`src/common/awg_pkg.sv`:
```
package awg_pkg;

	// apb bus widths
	localparam int APB_ADDR_W = 12;
	localparam int APB_DATA_W = 32;

	// fraction bits carried on the interpolated output
	localparam int FRAC_BITS = 4;

	// one stored sample, two's complement
	typedef logic signed [7:0] sample_t;

	// interpolated output, 8 integer bits over 4 fraction bits
	typedef logic signed [11:0] interp_t;

	// log2 of the upsampling ratio
	typedef logic [2:0] ratio_t;

	// legal ratio range, 2x up to 16x
	localparam ratio_t RATIO_MIN = 3'd1;
	localparam ratio_t RATIO_MAX = 3'd4;

	// register map
	localparam logic [APB_ADDR_W-1:0] CTRL_ADDR   = 12'h000;
	localparam logic [APB_ADDR_W-1:0] STATUS_ADDR = 12'h004;
	localparam logic [APB_ADDR_W-1:0] SAMPLE_BASE = 12'h100;

	// one apb write word, read as control fields or as four samples
	typedef union packed {
		struct packed {
			logic [15:0] reserved_hi;
			// index of the last sample played
			logic [7:0]  length;
			logic [3:0]  reserved_lo;
			ratio_t      ratio_log2;
			logic        enable;
		} ctrl;
		// lowest address sits in the lowest byte
		sample_t [3:0] samples;
	} apb_word_u;

endpackage

```
`src/logic/awg_regs.sv`:
```
`timescale 1ns/1ps

module awg_regs
	import awg_pkg::*;
#(
	parameter int SAMPLE_DEPTH = 64
) (
	input  logic                            clock,
	input  logic                            reset,

	// apb slave
	input  logic [APB_ADDR_W-1:0]           paddr,
	input  logic                            psel,
	input  logic                            penable,
	input  logic                            pwrite,
	input  logic [APB_DATA_W-1:0]           pwdata,
	output logic [APB_DATA_W-1:0]           prdata,
	output logic                            pready,
	output logic                            pslverr,

	// sample store write port
	output logic                            wr_en,
	output logic [$clog2(SAMPLE_DEPTH/4)-1:0] wr_index,
	output sample_t [3:0]                   wr_data,

	// playback side
	output logic [$clog2(SAMPLE_DEPTH)-1:0] rd_addr,
	output logic                            sample_tick,
	output ratio_t                          ratio_log2
);

	localparam int ADDR_W = $clog2(SAMPLE_DEPTH);
	// first byte address past the sample window
	localparam logic [APB_ADDR_W-1:0] WINDOW_END = SAMPLE_BASE + APB_ADDR_W'(SAMPLE_DEPTH);

	apb_word_u         wr_word;
	apb_word_u         rd_word;

	logic              access;
	logic              aligned;
	logic              is_ctrl;
	logic              is_status;
	logic              in_window;
	logic              addr_ok;
	logic              ctrl_wr;
	logic              start;

	// control register
	logic              enable_r;
	ratio_t            ratio_r;
	logic [ADDR_W-1:0] last_addr;

	// sample period sequencer
	logic [3:0]        phase;
	logic [4:0]        period;
	logic              last_phase;
	logic              load;

	// incoming write word, decoded per address below
	assign wr_word = pwdata;

	// access phase of a transfer
	assign access    = psel && penable;
	assign aligned   = (paddr[1:0] == 2'b00);
	assign is_ctrl   = (paddr == CTRL_ADDR);
	assign is_status = (paddr == STATUS_ADDR);
	assign in_window = (paddr >= SAMPLE_BASE) && (paddr < WINDOW_END);
	assign addr_ok   = aligned && (is_ctrl || is_status || in_window);

	// no wait states
	assign pready  = 1'b1;
	// bad or unaligned address, the transfer is dropped
	assign pslverr = access && !addr_ok;

	assign ctrl_wr = access && pwrite && is_ctrl;
	// enable going from off to on restarts playback at address 0
	assign start   = ctrl_wr && wr_word.ctrl.enable && !enable_r;

	// sample writes go through the four-sample view
	assign wr_en    = access && pwrite && in_window && aligned;
	// window base is a multiple of the window size, so low bits give the word
	assign wr_index = paddr[ADDR_W-1:2];
	assign wr_data  = wr_word.samples;

	always_ff @(posedge clock) begin
		if (reset) begin
			enable_r  <= 1'b0;
			ratio_r   <= RATIO_MIN;
			last_addr <= '0;
		end else if (ctrl_wr) begin
			enable_r  <= wr_word.ctrl.enable;
			ratio_r   <= wr_word.ctrl.ratio_log2;
			last_addr <= wr_word.ctrl.length[ADDR_W-1:0];
		end
	end

	assign ratio_log2 = ratio_r;

	// clocks per sample period
	assign period     = 5'd1 << ratio_r;
	// >= keeps the counter bounded if the ratio shrinks mid period
	assign last_phase = ({1'b0, phase} >= (period - 5'd1));

	always_ff @(posedge clock) begin
		if (reset) begin
			phase       <= '0;
			load        <= 1'b0;
			sample_tick <= 1'b0;
			rd_addr     <= '0;
		end else begin
			// tick trails load by one cycle to match the store read latency
			sample_tick <= load;
			if (start) begin
				phase   <= '0;
				load    <= 1'b0;
				rd_addr <= '0;
			end else if (enable_r) begin
				load  <= last_phase;
				phase <= last_phase ? 4'd0 : phase + 4'd1;
				// step to the next sample, wrap after the last one
				if (load) begin
					if (rd_addr >= last_addr) begin
						rd_addr <= '0;
					end else begin
						rd_addr <= rd_addr + 1'b1;
					end
				end
			end else begin
				phase <= '0;
				load  <= 1'b0;
			end
		end
	end

	// read mux, ctrl fields come back through the same union
	always_comb begin
		rd_word = '0;
		if (is_ctrl) begin
			rd_word.ctrl.enable     = enable_r;
			rd_word.ctrl.ratio_log2 = ratio_r;
			rd_word.ctrl.length     = 8'(last_addr);
		end else if (is_status) begin
			// current play address
			rd_word = APB_DATA_W'(rd_addr);
		end
		prdata = rd_word;
	end

	// host must raise psel in the setup cycle before penable
	assert property (@(posedge clock) disable iff (reset)
		penable |-> psel);

	// a ctrl write leaves a legal ratio behind
	assert property (@(posedge clock) disable iff (reset)
		(ctrl_wr && !pslverr) |=> (ratio_r >= RATIO_MIN && ratio_r <= RATIO_MAX));

endmodule

```
`src/logic/sample_store.sv`:
```
`timescale 1ns/1ps

module sample_store
	import awg_pkg::*;
#(
	parameter int SAMPLE_DEPTH = 64
) (
	input  logic                              clock,

	// word write of four samples at once
	input  logic                              wr_en,
	input  logic [$clog2(SAMPLE_DEPTH/4)-1:0] wr_index,
	input  sample_t [3:0]                     wr_data,

	// single sample read with one cycle latency
	input  logic [$clog2(SAMPLE_DEPTH)-1:0]   rd_addr,
	output sample_t                           rd_sample
);

	localparam int ADDR_W = $clog2(SAMPLE_DEPTH);
	localparam int WORDS  = SAMPLE_DEPTH / 4;

	// one bank per byte lane
	sample_t lane_mem [4][WORDS];

	logic [1:0]        rd_lane;
	logic [ADDR_W-3:0] rd_word;

	// low address bits pick the lane and the rest pick the word
	assign rd_lane = rd_addr[1:0];
	assign rd_word = rd_addr[ADDR_W-1:2];

	// every lane takes its byte of the write word
	always_ff @(posedge clock) begin
		if (wr_en) begin
			for (int lane = 0; lane < 4; lane++) begin
				lane_mem[lane][wr_index] <= wr_data[lane];
			end
		end
	end

	// registered read
	always_ff @(posedge clock) begin
		rd_sample <= lane_mem[rd_lane][rd_word];
	end

endmodule

```
`src/interp/interp.sv`:
```
`timescale 1ns/1ps

module interp
	import awg_pkg::*;
(
	input  logic    clock,
	input  logic    reset,
	input  sample_t rd_sample,
	input  logic    sample_tick,
	input  ratio_t  ratio_log2,
	output interp_t out_sample
);

	// last two samples taken from the store
	sample_t            prev;
	sample_t            curr;

	// ramp accumulator, in fraction units
	interp_t            acc;
	interp_t            target;

	logic signed [8:0]  diff;
	logic [2:0]         shift;
	logic signed [12:0] step;
	logic signed [12:0] sum;

	// ramp end point, current sample scaled to fraction units
	assign target = {curr, {FRAC_BITS{1'b0}}};

	// slope over one sample period, needs a ninth bit
	assign diff = {curr[7], curr} - {prev[7], prev};

	// step per clock is diff * 16 / 2^ratio, so a plain left shift
	assign shift = 3'(FRAC_BITS) - ratio_log2;
	assign step  = {{4{diff[8]}}, diff} << shift;

	// one bit of headroom for the add
	assign sum = {acc[11], acc} + step;

	always_ff @(posedge clock) begin
		if (reset) begin
			prev <= '0;
			curr <= '0;
			acc  <= '0;
		end else if (sample_tick) begin
			// new sample, ramp restarts from the old current value
			prev <= curr;
			curr <= rd_sample;
			acc  <= target;
		end else if (acc != target) begin
			// steps are exact, so the ramp lands on target and holds there
			acc <= sum[11:0];
		end
	end

	assign out_sample = acc;

	// ratio must be stable when a ramp starts
	assert property (@(posedge clock) disable iff (reset)
		sample_tick |-> $stable(ratio_log2));

endmodule

```
`src/logic/awg_top.sv`:
```
`timescale 1ns/1ps

module awg_top
	import awg_pkg::*;
#(
	parameter int SAMPLE_DEPTH = 64
) (
	input  logic                  clock,
	input  logic                  reset,

	// apb slave
	input  logic [APB_ADDR_W-1:0] paddr,
	input  logic                  psel,
	input  logic                  penable,
	input  logic                  pwrite,
	input  logic [APB_DATA_W-1:0] pwdata,
	output logic [APB_DATA_W-1:0] prdata,
	output logic                  pready,
	output logic                  pslverr,

	// waveform out
	output interp_t               out_sample,
	output logic                  tick
);

	// store write port
	logic                              wr_en;
	logic [$clog2(SAMPLE_DEPTH/4)-1:0] wr_index;
	sample_t [3:0]                     wr_data;

	// playback path
	logic [$clog2(SAMPLE_DEPTH)-1:0]   rd_addr;
	sample_t                           rd_sample;
	logic                              sample_tick;
	ratio_t                            ratio_log2;

	awg_regs #(
		.SAMPLE_DEPTH (SAMPLE_DEPTH)
	) u_regs (
		.clock       (clock),
		.reset       (reset),
		.paddr       (paddr),
		.psel        (psel),
		.penable     (penable),
		.pwrite      (pwrite),
		.pwdata      (pwdata),
		.prdata      (prdata),
		.pready      (pready),
		.pslverr     (pslverr),
		.wr_en       (wr_en),
		.wr_index    (wr_index),
		.wr_data     (wr_data),
		.rd_addr     (rd_addr),
		.sample_tick (sample_tick),
		.ratio_log2  (ratio_log2)
	);

	sample_store #(
		.SAMPLE_DEPTH (SAMPLE_DEPTH)
	) u_store (
		.clock     (clock),
		.wr_en     (wr_en),
		.wr_index  (wr_index),
		.wr_data   (wr_data),
		.rd_addr   (rd_addr),
		.rd_sample (rd_sample)
	);

	interp u_interp (
		.clock       (clock),
		.reset       (reset),
		.rd_sample   (rd_sample),
		.sample_tick (sample_tick),
		.ratio_log2  (ratio_log2),
		.out_sample  (out_sample)
	);

	// tick marks the first cycle of each ramp
	assign tick = sample_tick;

endmodule

```
`config.mk`:
```
export PLATFORM = sky130hd
export DESIGN_NAME = awg_top
export DESIGN_NICKNAME = d
export VERILOG_FILES = /design/src/common/awg_pkg.sv /design/src/logic/awg_regs.sv /design/src/logic/sample_store.sv /design/src/interp/interp.sv /design/src/logic/awg_top.sv
export SDC_FILE = /design/constraint.sdc
export NUM_CORES = 1
export LEC_CHECK = 0
export ABC_CLOCK_PERIOD_IN_PS = 10000
export CORE_ASPECT_RATIO = 1.75
export CORE_MARGIN = 2
export CORE_UTILIZATION = 34
export DETAILED_ROUTE_END_ITERATION = 6
export DONT_BUFFER_PORTS = 1
export SLEW_MARGIN = 10
export SYNTH_ARGS = -nofsm -noshare
export SYNTH_HDL_FRONTEND = slang
export SYNTH_SLANG_ARGS = --single-unit
```
`constraint.sdc`:
```
create_clock -name clock -period 10 [get_ports clock]
set_input_delay 1 -clock clock [delete_from_list [all_inputs] [get_ports clock]]
set_output_delay 1 -clock clock [all_outputs]
set_load 0.01 [all_outputs]
```
==> impl_metrics.yaml, run 1 <==
synth:
  ys_types: 56
  ys_async_sr_fraction_pct: 0
  synth-seq-area-share_pct: 70.3
  yosysWarnings: 0
  syn-instance-count: 1242
  ys_ff_latch: 572
  ys.flop_type: "edfxtp_1"
  syn_area_per_cell_sq_um: 19.0
  yosysTopAreaCell: "edfxtp_1"
  synth_area_leaders: "edfxtp_1 65%, mux4_2 16%, dfxtp_1 5.1%"
  synth_edf_count: 512
  synth.top_cell.area_share_pct: 65.2
  synth_area_sq_um: 23600
run:
  max_cap_violations: 0
place:
  port_buffers: 0
  dp.cells: 2094
  pre_cts_ws_ps: 5400
  hpwl_um: 30500
  gp_congestion: 0.820
timing:
  tns_ps: 0
  slew_viol_final: 0
  rsz0062_at_grt: "no"
  maxSlewHeadroom_pct: 21.9
  whs_ps: 473
  worst_slack_ps: 5330
  tightestPinTransition_ps: 1170
  skew_ps: 20.7
  fmax_mhz: 214
  period_needed_ps: 4670
  setup_viol: 0
  finalCritPeriodShare_pct: 46.7
  final-hold-violation-count: 0
detailed_routing:
  drtIter0Drc: 682
  wl_per_cell_um: 22.8
  drc: 0
  dr.pass1.iters: 7
  via_per_inst: 5.18
  vias: 11300
  ant_nets: 0
  drt-total-wl_um: 49700
die:
  ioPinCount: 96
  coreArea_sq_um: 68600
  chipHeight_um: 352
  dieArea_sq_um: 71600
  initial_core_util_pct: 34.4
  die_x_um: 203
  rows: 127
clocking:
  cts.htree.levels: 2
  cts.path.max_buffers: 3
  cts_buffers: 47
  clkSinkCount: 572
  postCtsHoldBufs: 0
  cts-resized-gates: 0
  cts_tree: "built"
  clock_latency_ps: 570
  root_buffer: "clkbuf_16"
  clk_pin_slew_ps: 70
  post-cts-setup-buffers: 0
finish:
  post_route_cells_drive_above_1_share_pct: 20.8
  finalNetCount: 1330
  final_cells: 2177
  area_delta_synth_final_pct: 10.5
  finish.utilization_pct: 38.0
  antenna_cells: 0
worst_setup_path:
  worstSetupEndpointType: "register"
  reg2reg_setup_slack_ps: 5330
  worstPathRequired_ps: 10440
  path_max_fanout: 24
  worstSetupPathType: "reg -> reg"
  timing.rr.end: "u_interp.out_sample[10]$_SDFFE_PP0P_"
  startpoint_type: "register"
  reg2reg_from: "u_regs.ratio_log2[0]$_SDFFE_PP1P_"
  worstPathArrival_ps: 5110
  r2r_cells: 16
grt:
  antenna_found_initial: 0
  grt_first_pass_wirelength_um: 75100
  grt_pass1_vias: 12100
  grt_max_degree: 85
  gr-total-overflow: 0
  track_usage_pct: 14.0
min_path:
  hold_end: "u_interp.curr[2]$_SDFFE_PP0P_"
  min_path_cells: 2
  hold_path.class: "reg -> reg"
  min_from: "u_store.rd_sample[2]$_DFF_P_"
power:
  vdd_drop_max_mv: 0.117
  p_leak_nw: 7.95
  pwr_density_cell_nw_per_um2: 170
outcome:
  outcome: "completed"
## Yosys cell counts, types with 10 or more instances
library cell  number
nor2b_1           12
inv_1             34
nand2_1           25
a21oi_1           22
mux4_2           168
clkbuf_1          26
xnor2_1           19
a211oi_1          10
buf_1             15
o21ai_0           23
edfxtp_1         512
buf_4             24
dfxtp_1           60
mux2i_1           33
and2_1            10
nand2b_1          10
ha_1              39
xor2_1            11
buf_2             15
nor2_1            69
## report_power, final
group	internal [mW]	switching, mW	total (mW)	leakage, nW
registers	2.60	0.0000280	2.60	5.09
logic	0.00137	0.00663	0.00801	2.15
clock network	0.999	0.817	1.82	0.714
## metrics by stage
stage | cell area [sq um] | power, mW
floorplan | 23700 | 2.67
global placement | 24600 | 2.66
detailed placement | 24600 | 2.66
CTS | 26100 | 4.47
global route | 26100 | 4.55
finish | 26100 | 4.42
## registers in the layout (all words and copies together) (netlist names), named ones only
| signal | flops |
|---|---|
| u_regs.last_addr | 6 |
| u_regs.sample_tick | 1 |
| u_interp.prev | 8 |
| u_interp.curr | 8 |
| u_regs.rd_addr | 6 |
| u_regs.enable_r | 1 |
| u_regs.load | 1 |
| u_store.rd_sample | 8 |
| u_regs.phase | 4 |
| u_interp.out_sample | 12 |
| u_store.lane_mem | 512 |
| u_regs.ratio_log2 | 3 |
## cells by family (layout without fill, tap and decap cells)
logic type | after synthesis | count (layout) | share of synthesized area, %
other | 2 | 21 | 0.0318
adders and majority gates | 41 | 41 | 2.24
xor gates and xnor gates | 30 | 30 | 1.11
DFF | 572 | 572 | 70.3
AOI/OAI and AO/OA | 96 | 96 | 2.68
and+or+nand+nor | 182 | 182 | 3.85
buffers and inverters | 117 | 130 | 2.32
muxes | 202 | 202 | 17.5
## area by class of cell
class / count / area [sq um]
Multi-Input combinational cell: 572 / 6650
Timing Repair Buffer: 10 / 87.6
Sequential cell: 572 / 16600
Tap cell: 903 / 1130
Clock buffer: 61 / 1270
Inverter: 37 / 139
Fill cell: 6213 / 42600
Clock inverter: 22 / 206
## routing by layer
layer  track usage [%]  vias up  part of all wire [%]
met5                 0        -                     0
met1              15.1     6002                    37
met2              26.6      246                    55
li1                  -     4946                     -
met3              2.40       90                   4.2
met4              5.43        0                   3.3
## cell usage in the layout (no fill, tap or decap), types with 7 or more instances in the layout
cell type	synthesis	layout
edfxtp_1	512	512
mux4_2	168	168
nor2_1	69	57
dfxtp_1	60	56
clkbuf_16	0	49
ha_1	39	39
inv_1	34	34
mux2i_1	33	33
nand2_1	25	25
o21ai_0	23	23
a21oi_1	22	22
conb_1	2	21
xnor2_1	19	19
clkinv_1	2	12
nor2b_1	12	12
nor2_4	0	12
clkbuf_1	26	12
xor2_1	11	11
nand2b_1	10	10
a211oi_1	10	10
and2_1	10	10
a21o_1	9	9
buf_4	24	9
nand3_1	8	8
nor3b_1	7	7
## critical path, cell delays in order (launching register included)
cell	delay [ps]
dfxtp_1	880
inv_2	230
ha_1	650
clkinv_1	340
nand2_1	110
o21ai_0	80
o21ai_0	250
nor2_1	70
ha_1	320
nor2b_1	150
o21ai_0	250
a21oi_1	140
o41ai_1	470
o21bai_1	110
a21oi_1	190
xor2_1	160
o221ai_1	130
## worst max-delay path by stage
stage | start | end | slack (ps) | cells after the start
after global routing | u_regs.ratio_log2[0]$_SDFFE_PP1P_ | u_interp.out_sample[10]$_SDFFE_PP0P_ | 4840 | 16
final | u_regs.ratio_log2[0]$_SDFFE_PP1P_ | u_interp.out_sample[10]$_SDFFE_PP0P_ | 5330 | 16
after global placement | u_regs.ratio_log2[0]$_SDFFE_PP1P_ | u_interp.out_sample[10]$_SDFFE_PP0P_ | 5430 | 16
after CTS | u_regs.ratio_log2[0]$_SDFFE_PP1P_ | u_interp.out_sample[10]$_SDFFE_PP0P_ | 5390 | 16
after floorplan | paddr[7] | u_store.lane_mem[0][120]$_DFFE_PP_ | 5110 | 6
after detailed placement | u_regs.ratio_log2[0]$_SDFFE_PP1P_ | u_interp.out_sample[10]$_SDFFE_PP0P_ | 5400 | 16
Note: power is estimated with default switching activity, not from simulation.
==> run 2, diff against run 1 <==
- ABC_AREA: default -> 1
- ABC_CLOCK_PERIOD_IN_PS: 10000 -> 4600
- clock period: 10 -> 4.6 ns (I/O delays scaled with it)
==> run 2 against run 1 <==
  * Total power is 130% higher
  * Global-route usage up 3.8 points
  * Register-to-register slack got worse by 4400 ps
  * Flip-flop and latch count unchanged
  * Worst hold slack got worse by 420 ps
  * Clock skew down 3.9 ps
  * Synthesized cell count up 62%
  * Count of clock-buffer cells in the layout down 2
  * Non-clock buffer count grew 42
  * Fmax is 26% higher
  * Largest cell class unchanged
==> impl_metrics.yaml, run 2 <==
outcome:
  outcome: "completed"
synth:
  synth_area_leaders: "edfxtp_1 64%, o21ai_0 5.7%, nor2_1 5.2%"
  ys_types: 46
  yosysTopAreaCell: "edfxtp_1"
  synth_common_cells: "512 x edfxtp_1, 332 x nor2_1, 275 x o21ai_0"
  syn-instance-count: 2009
  post-synth-top-count-cell: "edfxtp_1"
  ys_ff_latch: 572
  synth.top_cell.area_share_pct: 64.1
  syn_area_per_cell_sq_um: 11.9
  ys_async_sr_fraction_pct: 0
  synth_edf_count: 512
  ys.flop_type: "edfxtp_1"
  synth_area_sq_um: 24000
  yosysWarnings: 0
  synth-seq-area-share_pct: 69.1
worst_setup_path:
  path_cells: "inv_1, ha_1, ha_1, clkinv_1, nand2_1, o22ai_1, ha_1, a21o_1, a21oi_1, o21ai_0, nand2_1, nand3_1, nand2_1, nand2_1, nand3_1, a31oi_1"
  path_max_fanout: 15
  worstPathArrival_ps: 4140
  worstSetupEndpointType: "register"
  critical_path.top_delay_family: "adder cells"
  cpMaxStageDelayCell: "dfxtp_1"
  startpoint_type: "register"
  reg2reg_setup_slack_ps: 900
  worstSetupPathType: "reg -> reg"
  worstPathRequired_ps: 5030
  crit_top_cell: "nand2_1"
  path_buf_inv: 2
  critPathMaxStageDelay_ps: 540
detailed_routing:
  drtIter0Drc: 1212
  top_layer: "met5"
  wl_met1_um: 24400
  vias: 16000
  wl_met2_um: 35100
  wl_per_cell_um: 22.1
  dr.pass1.iters: 5
  dr_wl_met3_um: 3300
  via_per_inst: 5.41
  ant_nets: 0
  drt-total-wl_um: 65400
  drc: 0
grt:
  antenna_found_initial: 13
  grt_pass1_vias: 16000
  gr-total-overflow: 0
  grt_first_pass_wirelength_um: 97000
  track_usage_pct: 17.7
  grt_max_degree: 189
timing:
  tightestPinTransition_ps: 1240
  maxSlewHeadroom_pct: 17.1
  finalCritPeriodShare_pct: 80.4
  worst_slack_ps: 900
  rsz0062_at_grt: "no"
  period_needed_ps: 3700
  fmax_mhz: 270
  final-hold-violation-count: 0
  skew_ps: 16.8
  slew_viol_final: 0
  tns_ps: 0
  setup_viol: 0
clocking:
  clock_latency_ps: 590
  cts_tree: "built"
  clk_pin_slew_ps: 70
  cts.path.max_buffers: 3
  cts.htree.levels: 2
  clkSinkCount: 572
  cts-resized-gates: 0
  root_buffer: "clkbuf_16"
  cts_buffers: 49
finish:
  regMostFlops: "u_store.lane_mem"
  final_cells: 2954
  fill_cells: 6558
  multi_input_area_sq_um: 6540
  regArea_sq_um: 16600
  post_route_cells_drive_above_1_share_pct: 5.96
  layout_common_cells: "512 x edfxtp_1, 315 x nor2_1, 275 x o21ai_0"
  finish.utilization_pct: 38.4
  area_delta_synth_final_pct: 11.5
  largest_register_ffs: 512
  final_area_sq_um: 26700
  finalNetCount: 2084
  layout_commonest_cell: "edfxtp_1"
place:
  pre_cts_ws_ps: 962
  port_buffers: 0
  hpwl_um: 37500
  placed_cell_area_sq_um: 24800
  gp_congestion: 0.833
  dp.cells: 2819
die:
  coreArea_sq_um: 69700
  chipHeight_um: 355
  dieArea_sq_um: 72800
  die_x_um: 205
  rows: 128
  ioPinCount: 96
  initial_core_util_pct: 34.4
power:
  vdd_drop_max_mv: 0.304
  p_leak_nw: 8.78
  pwr_density_cell_nw_per_um2: 375
run:
  max_cap_violations: 0
min_path:
  hold_path.class: "in -> reg"
## run 2: cell count changes in the layout (fill, tap and decap cells not counted), moves of 60 or more
cell	delta
mux4_2	-168
nand2_1	+148
nand3_1	+60
nor2_1	+258
o21ai_0	+252
o22ai_1	+87
## run 2: cell type report
type | instances | area share, %
antenna | 13 | 0.122
clock buffer | 59 | 4.84
clock inverter | 29 | 1.02
inverter | 91 | 1.30
multi-input combinational | 1228 | 24.4
sequential | 572 | 62.0
tap | 910 | 4.26
timing repair buffer | 52 | 1.97
## run 2: through the flow
stage	hold slack, ps	total power, mW
5_1_grt	40.2	10.3
6_report	55.2	10.0
3_3_place_gp	442	5.89
3_5_place_dp	446	5.89
2_1_floorplan	403	5.86
4_1_cts	27.3	10.1
## run 2: logic make-up after synthesis
logic type	share of synthesized area (%)
XOR/XNOR	0.694
multiplexers	0.0835
AO/OA/AOI/OAI	12.6
adder cells (fa/ha/maj)	2.20
other	0.0313
buffers and inverters	4.44
AND/OR/NAND/NOR	10.8
flip-flops	69.1
## run 2: path summary, 6_finish.rpt
kind	from	to	cells after the start
setup reg to reg	u_regs.ratio_log2[0]$_SDFFE_PP1P_	u_interp.out_sample[9]$_SDFFE_PP0P_	16
hold reg to reg	u_regs.load$_SDFF_PP0_	u_regs.sample_tick$_SDFF_PP0_	2
setup / recovery	u_regs.ratio_log2[0]$_SDFFE_PP1P_	u_interp.out_sample[9]$_SDFFE_PP0P_	16
hold / removal	pwdata[0]	u_regs.enable_r$_SDFFE_PP0P_	2
## run 2: layer usage
| metal | vias up | global-route usage, % |
|---|---|---|
| li1 | 7300 | - |
| met1 | 8014 | 19.9 |
| met2 | 520 | 32.7 |
| met3 | 138 | 2.27 |
| met4 | 6 | 8.57 |
| met5 | - | 0 |
## run 2: what timing repair did
| action | in CTS | in global routing |
|---|---|---|
| setup buffers | 0 | 0 |
| hold buffers | 34 | 0 |
| hold endpoints to repair | 529 | 0 |
## run 2: power breakdown
part,internal (mW),switching [mW]
sequential,5.65,0.00880
clock,2.24,1.89
combinational,0.0435,0.174
## run 2: worst register-to-register path, stage by stage, from the launching register on
cell and delay [ps]:
dfxtp_1 540, inv_1 310, ha_1 310, ha_1 440
clkinv_1 300, nand2_1 170, o22ai_1 110, ha_1 360
a21o_1 220, a21oi_1 200, o21ai_0 150, nand2_1 110
nand3_1 90, nand2_1 70, nand2_1 40, nand3_1 70
a31oi_1 70
==> run 3, diff against run 2 <==
- ABC_CLOCK_PERIOD_IN_PS: 4600 -> 3600
- clock period: 4.6 -> 3.6 ns (I/O delays scaled with it)
==> run 3 against run 2 <==
  * Non-clock buffer count increased by 39
  * Count of clock-buffer cells in the layout is 1 higher
  * Sequential share of layout area is 0.77 points lower
==> impl_metrics.yaml, run 3 (synthesis results as in run 2) <==
clocking:
  clk_pin_slew_ps: 70
  clock_latency_ps: 590
  cts_tree: "built"
  clkSinkCount: 572
  root_buffer: "clkbuf_16"
  cts_buffers: 49
  cts.path.max_buffers: 3
  cts.htree.levels: 2
worst_setup_path:
  startpoint: "u_interp.curr[0]$_SDFFE_PP0P_"
  critPathMaxStageDelay_ps: 470
  reg2reg_from: "u_interp.curr[0]$_SDFFE_PP0P_"
  cpMaxStageDelayCell: "o21ai_0"
  startpoint_type: "register"
  worstSetupEndpointType: "register"
  crit_top_cell: "o21ai_0"
  r2r_cells: 17
  worstSetupPathType: "reg -> reg"
  critPathCapture: "u_interp.out_sample[10]$_SDFFE_PP0P_"
  path_cells: "inv_1, ha_2, fa_1, buf_4, xor2_1, o21ai_0, o21ai_1, o21ai_0, ha_1, inv_1, o21ai_0, nand3_1, nand4_1, nor2_1, nor2_1, nand2_1, a31oi_1"
  timing.rr.end: "u_interp.out_sample[10]$_SDFFE_PP0P_"
  worstPathArrival_ps: 3820
  worstPathRequired_ps: 4030
  path_max_fanout: 4
  reg2reg_setup_slack_ps: 200
detailed_routing:
  drc: 0
  vias: 16200
  wl_per_cell_um: 22.3
  drt-total-wl_um: 66400
  via_per_inst: 5.44
  ant_nets: 0
  dr.pass1.iters: 5
  drtIter0Drc: 1485
timing:
  final-hold-violation-count: 0
  setup_viol: 0
  rsz0062_at_grt: "no"
  skew_ps: 24.3
  period_needed_ps: 3400
  maxSlewHeadroom_pct: 28.3
  tns_ps: 0
  tightestPinTransition_ps: 1070
  finalCritPeriodShare_pct: 94.3
  fmax_mhz: 294
  slew_viol_final: 0
grt:
  grt_pass1_vias: 16000
  grt_first_pass_wirelength_um: 98000
  gr-total-overflow: 0
  track_usage_pct: 17.9
  antenna_found_initial: 5
  grt_max_degree: 135
power:
  p_leak_nw: 9.01
  p_comb_share_pct: 2.3
  internal_power_mw: 10.1
  pwr_density_cell_nw_per_um2: 471
  clockPowerShare_pct: 41.0
  switching_power_mw: 2.62
  seqPwrFrac_pct: 56.7
  vdd_drop_max_mv: 0.304
  switching_share_pct: 20.5
place:
  hpwl_um: 39700
  gp_congestion: 0.860
  port_buffers: 0
  dp.cells: 2854
die:
  coreArea_sq_um: 69700
  chipHeight_um: 355
  initial_core_util_pct: 34.4
  dieArea_sq_um: 72800
  rows: 128
  die_x_um: 205
  ioPinCount: 96
finish:
  fill_cells: 6556
  layout_common_cells: "512 x edfxtp_1, 315 x nor2_1, 268 x o21ai_0"
  final_cells: 2982
  post_route_cells_drive_above_1_share_pct: 8.55
  regMostFlops: "u_store.lane_mem"
  layout_commonest_cell: "edfxtp_1"
  finalNetCount: 2123
  largest_register_ffs: 512
  area_delta_synth_final_pct: 12.9
  finish.utilization_pct: 38.9
run:
  max_cap_violations: 0
min_path:
  hold_path.class: "in -> reg"
outcome:
  outcome: "completed"
==> run 3: cell types whose count changed in the layout (fill, tap and decap cells not counted), moves of 3 or more <==
cell,previous run,this run
o21ai_0,275,268
nand2_2,1,6
ha_1,39,36
nand2_1,173,168
clkinv_1,15,12
clkbuf_1,8,11
o21ai_1,18,24
diode_2,13,2
clkinv_2,5,9
buf_4,14,52
==> run 3: layout make-up <==
class | count | area (sq um) | area share (%)
diodes | 2 | 5.00 | 0.0185
clock buffers | 60 | 1270 | 4.68
clock inverters | 28 | 268 | 0.989
inverters | 91 | 348 | 1.28
multi-input cells | 1228 | 6620 | 24.4
flip-flops and latches | 572 | 16600 | 61.3
well taps | 910 | 1140 | 4.21
repair buffers | 91 | 841 | 3.11
==> run 3: metal layers <==
metal,wire [um],track usage [%],vias up
met5,19,0,-
met4,2240,7.41,4
met3,3670,2.43,126
met2,35700,33.1,538
met1,24800,20.4,8198
li1,-,-,7358
==> run 3: power groups by stage <==
stage | registers (mW) | clock network [mW] | logic [mW]
finish | 7.24 | 5.23 | 0.295
global route | 7.23 | 5.55 | 0.318
CTS | 7.23 | 5.31 | 0.297
detailed placement | 7.38 | 0 | 0.149
global placement | 7.38 | 0 | 0.148
floorplan | 7.38 | 0 | 0.112
==> run 3: how the worst min path moves through the flow <==
| stage | to | from | slack (ps) | depth (start not counted) |
|---|---|---|---|---|
| global route | u_regs.last_addr[0]$_SDFFE_PP0P_ | pwdata[8] | 60 | 2 |
| global placement | u_regs.sample_tick$_SDFF_PP0_ | u_regs.load$_SDFF_PP0_ | 430 | 2 |
| CTS | u_regs.last_addr[0]$_SDFFE_PP0P_ | pwdata[8] | 8 | 2 |
| floorplan | u_regs.sample_tick$_SDFF_PP0_ | u_regs.load$_SDFF_PP0_ | 400 | 2 |
| finish | u_regs.last_addr[0]$_SDFFE_PP0P_ | pwdata[8] | 50 | 2 |
| detailed placement | u_regs.sample_tick$_SDFF_PP0_ | u_regs.load$_SDFF_PP0_ | 420 | 2 |
==> run 3: repair_timing <==
item	in CTS	in global routing
hold endpoints to repair	541	0
pin swaps	0	9
endpoints found under the setup margin	1	5
setup buffers	0	5
gates cloned	0	0
hold buffers	33	0
gates resized for setup	1	25
==> run 3: worst max-delay path: cells and delay by family, from the launching register on <==
family | cells | cell delay [ps]
xor+xnor | 1 | 160
flops | 1 | 330
fa+ha+maj | 3 | 950
compound gates | 5 | 1030
buf+inv | 3 | 360
simple gates | 5 | 430
==> run 3: stage by stage <==
stage | hold slack (ps) | total power, mW | setup WS, ps | cell area, sq um
after floorplan | 403 | 7.49 | 294 | 24100
after global placement | 430 | 7.53 | 12.7 | 25100
after detailed placement | 420 | 7.53 | -3.96 | 25100
after CTS | 7.71 | 12.8 | 2.57 | 26900
after global routing | 61.5 | 13.1 | 34.9 | 27100
final | 45.7 | 12.8 | 204 | 27100
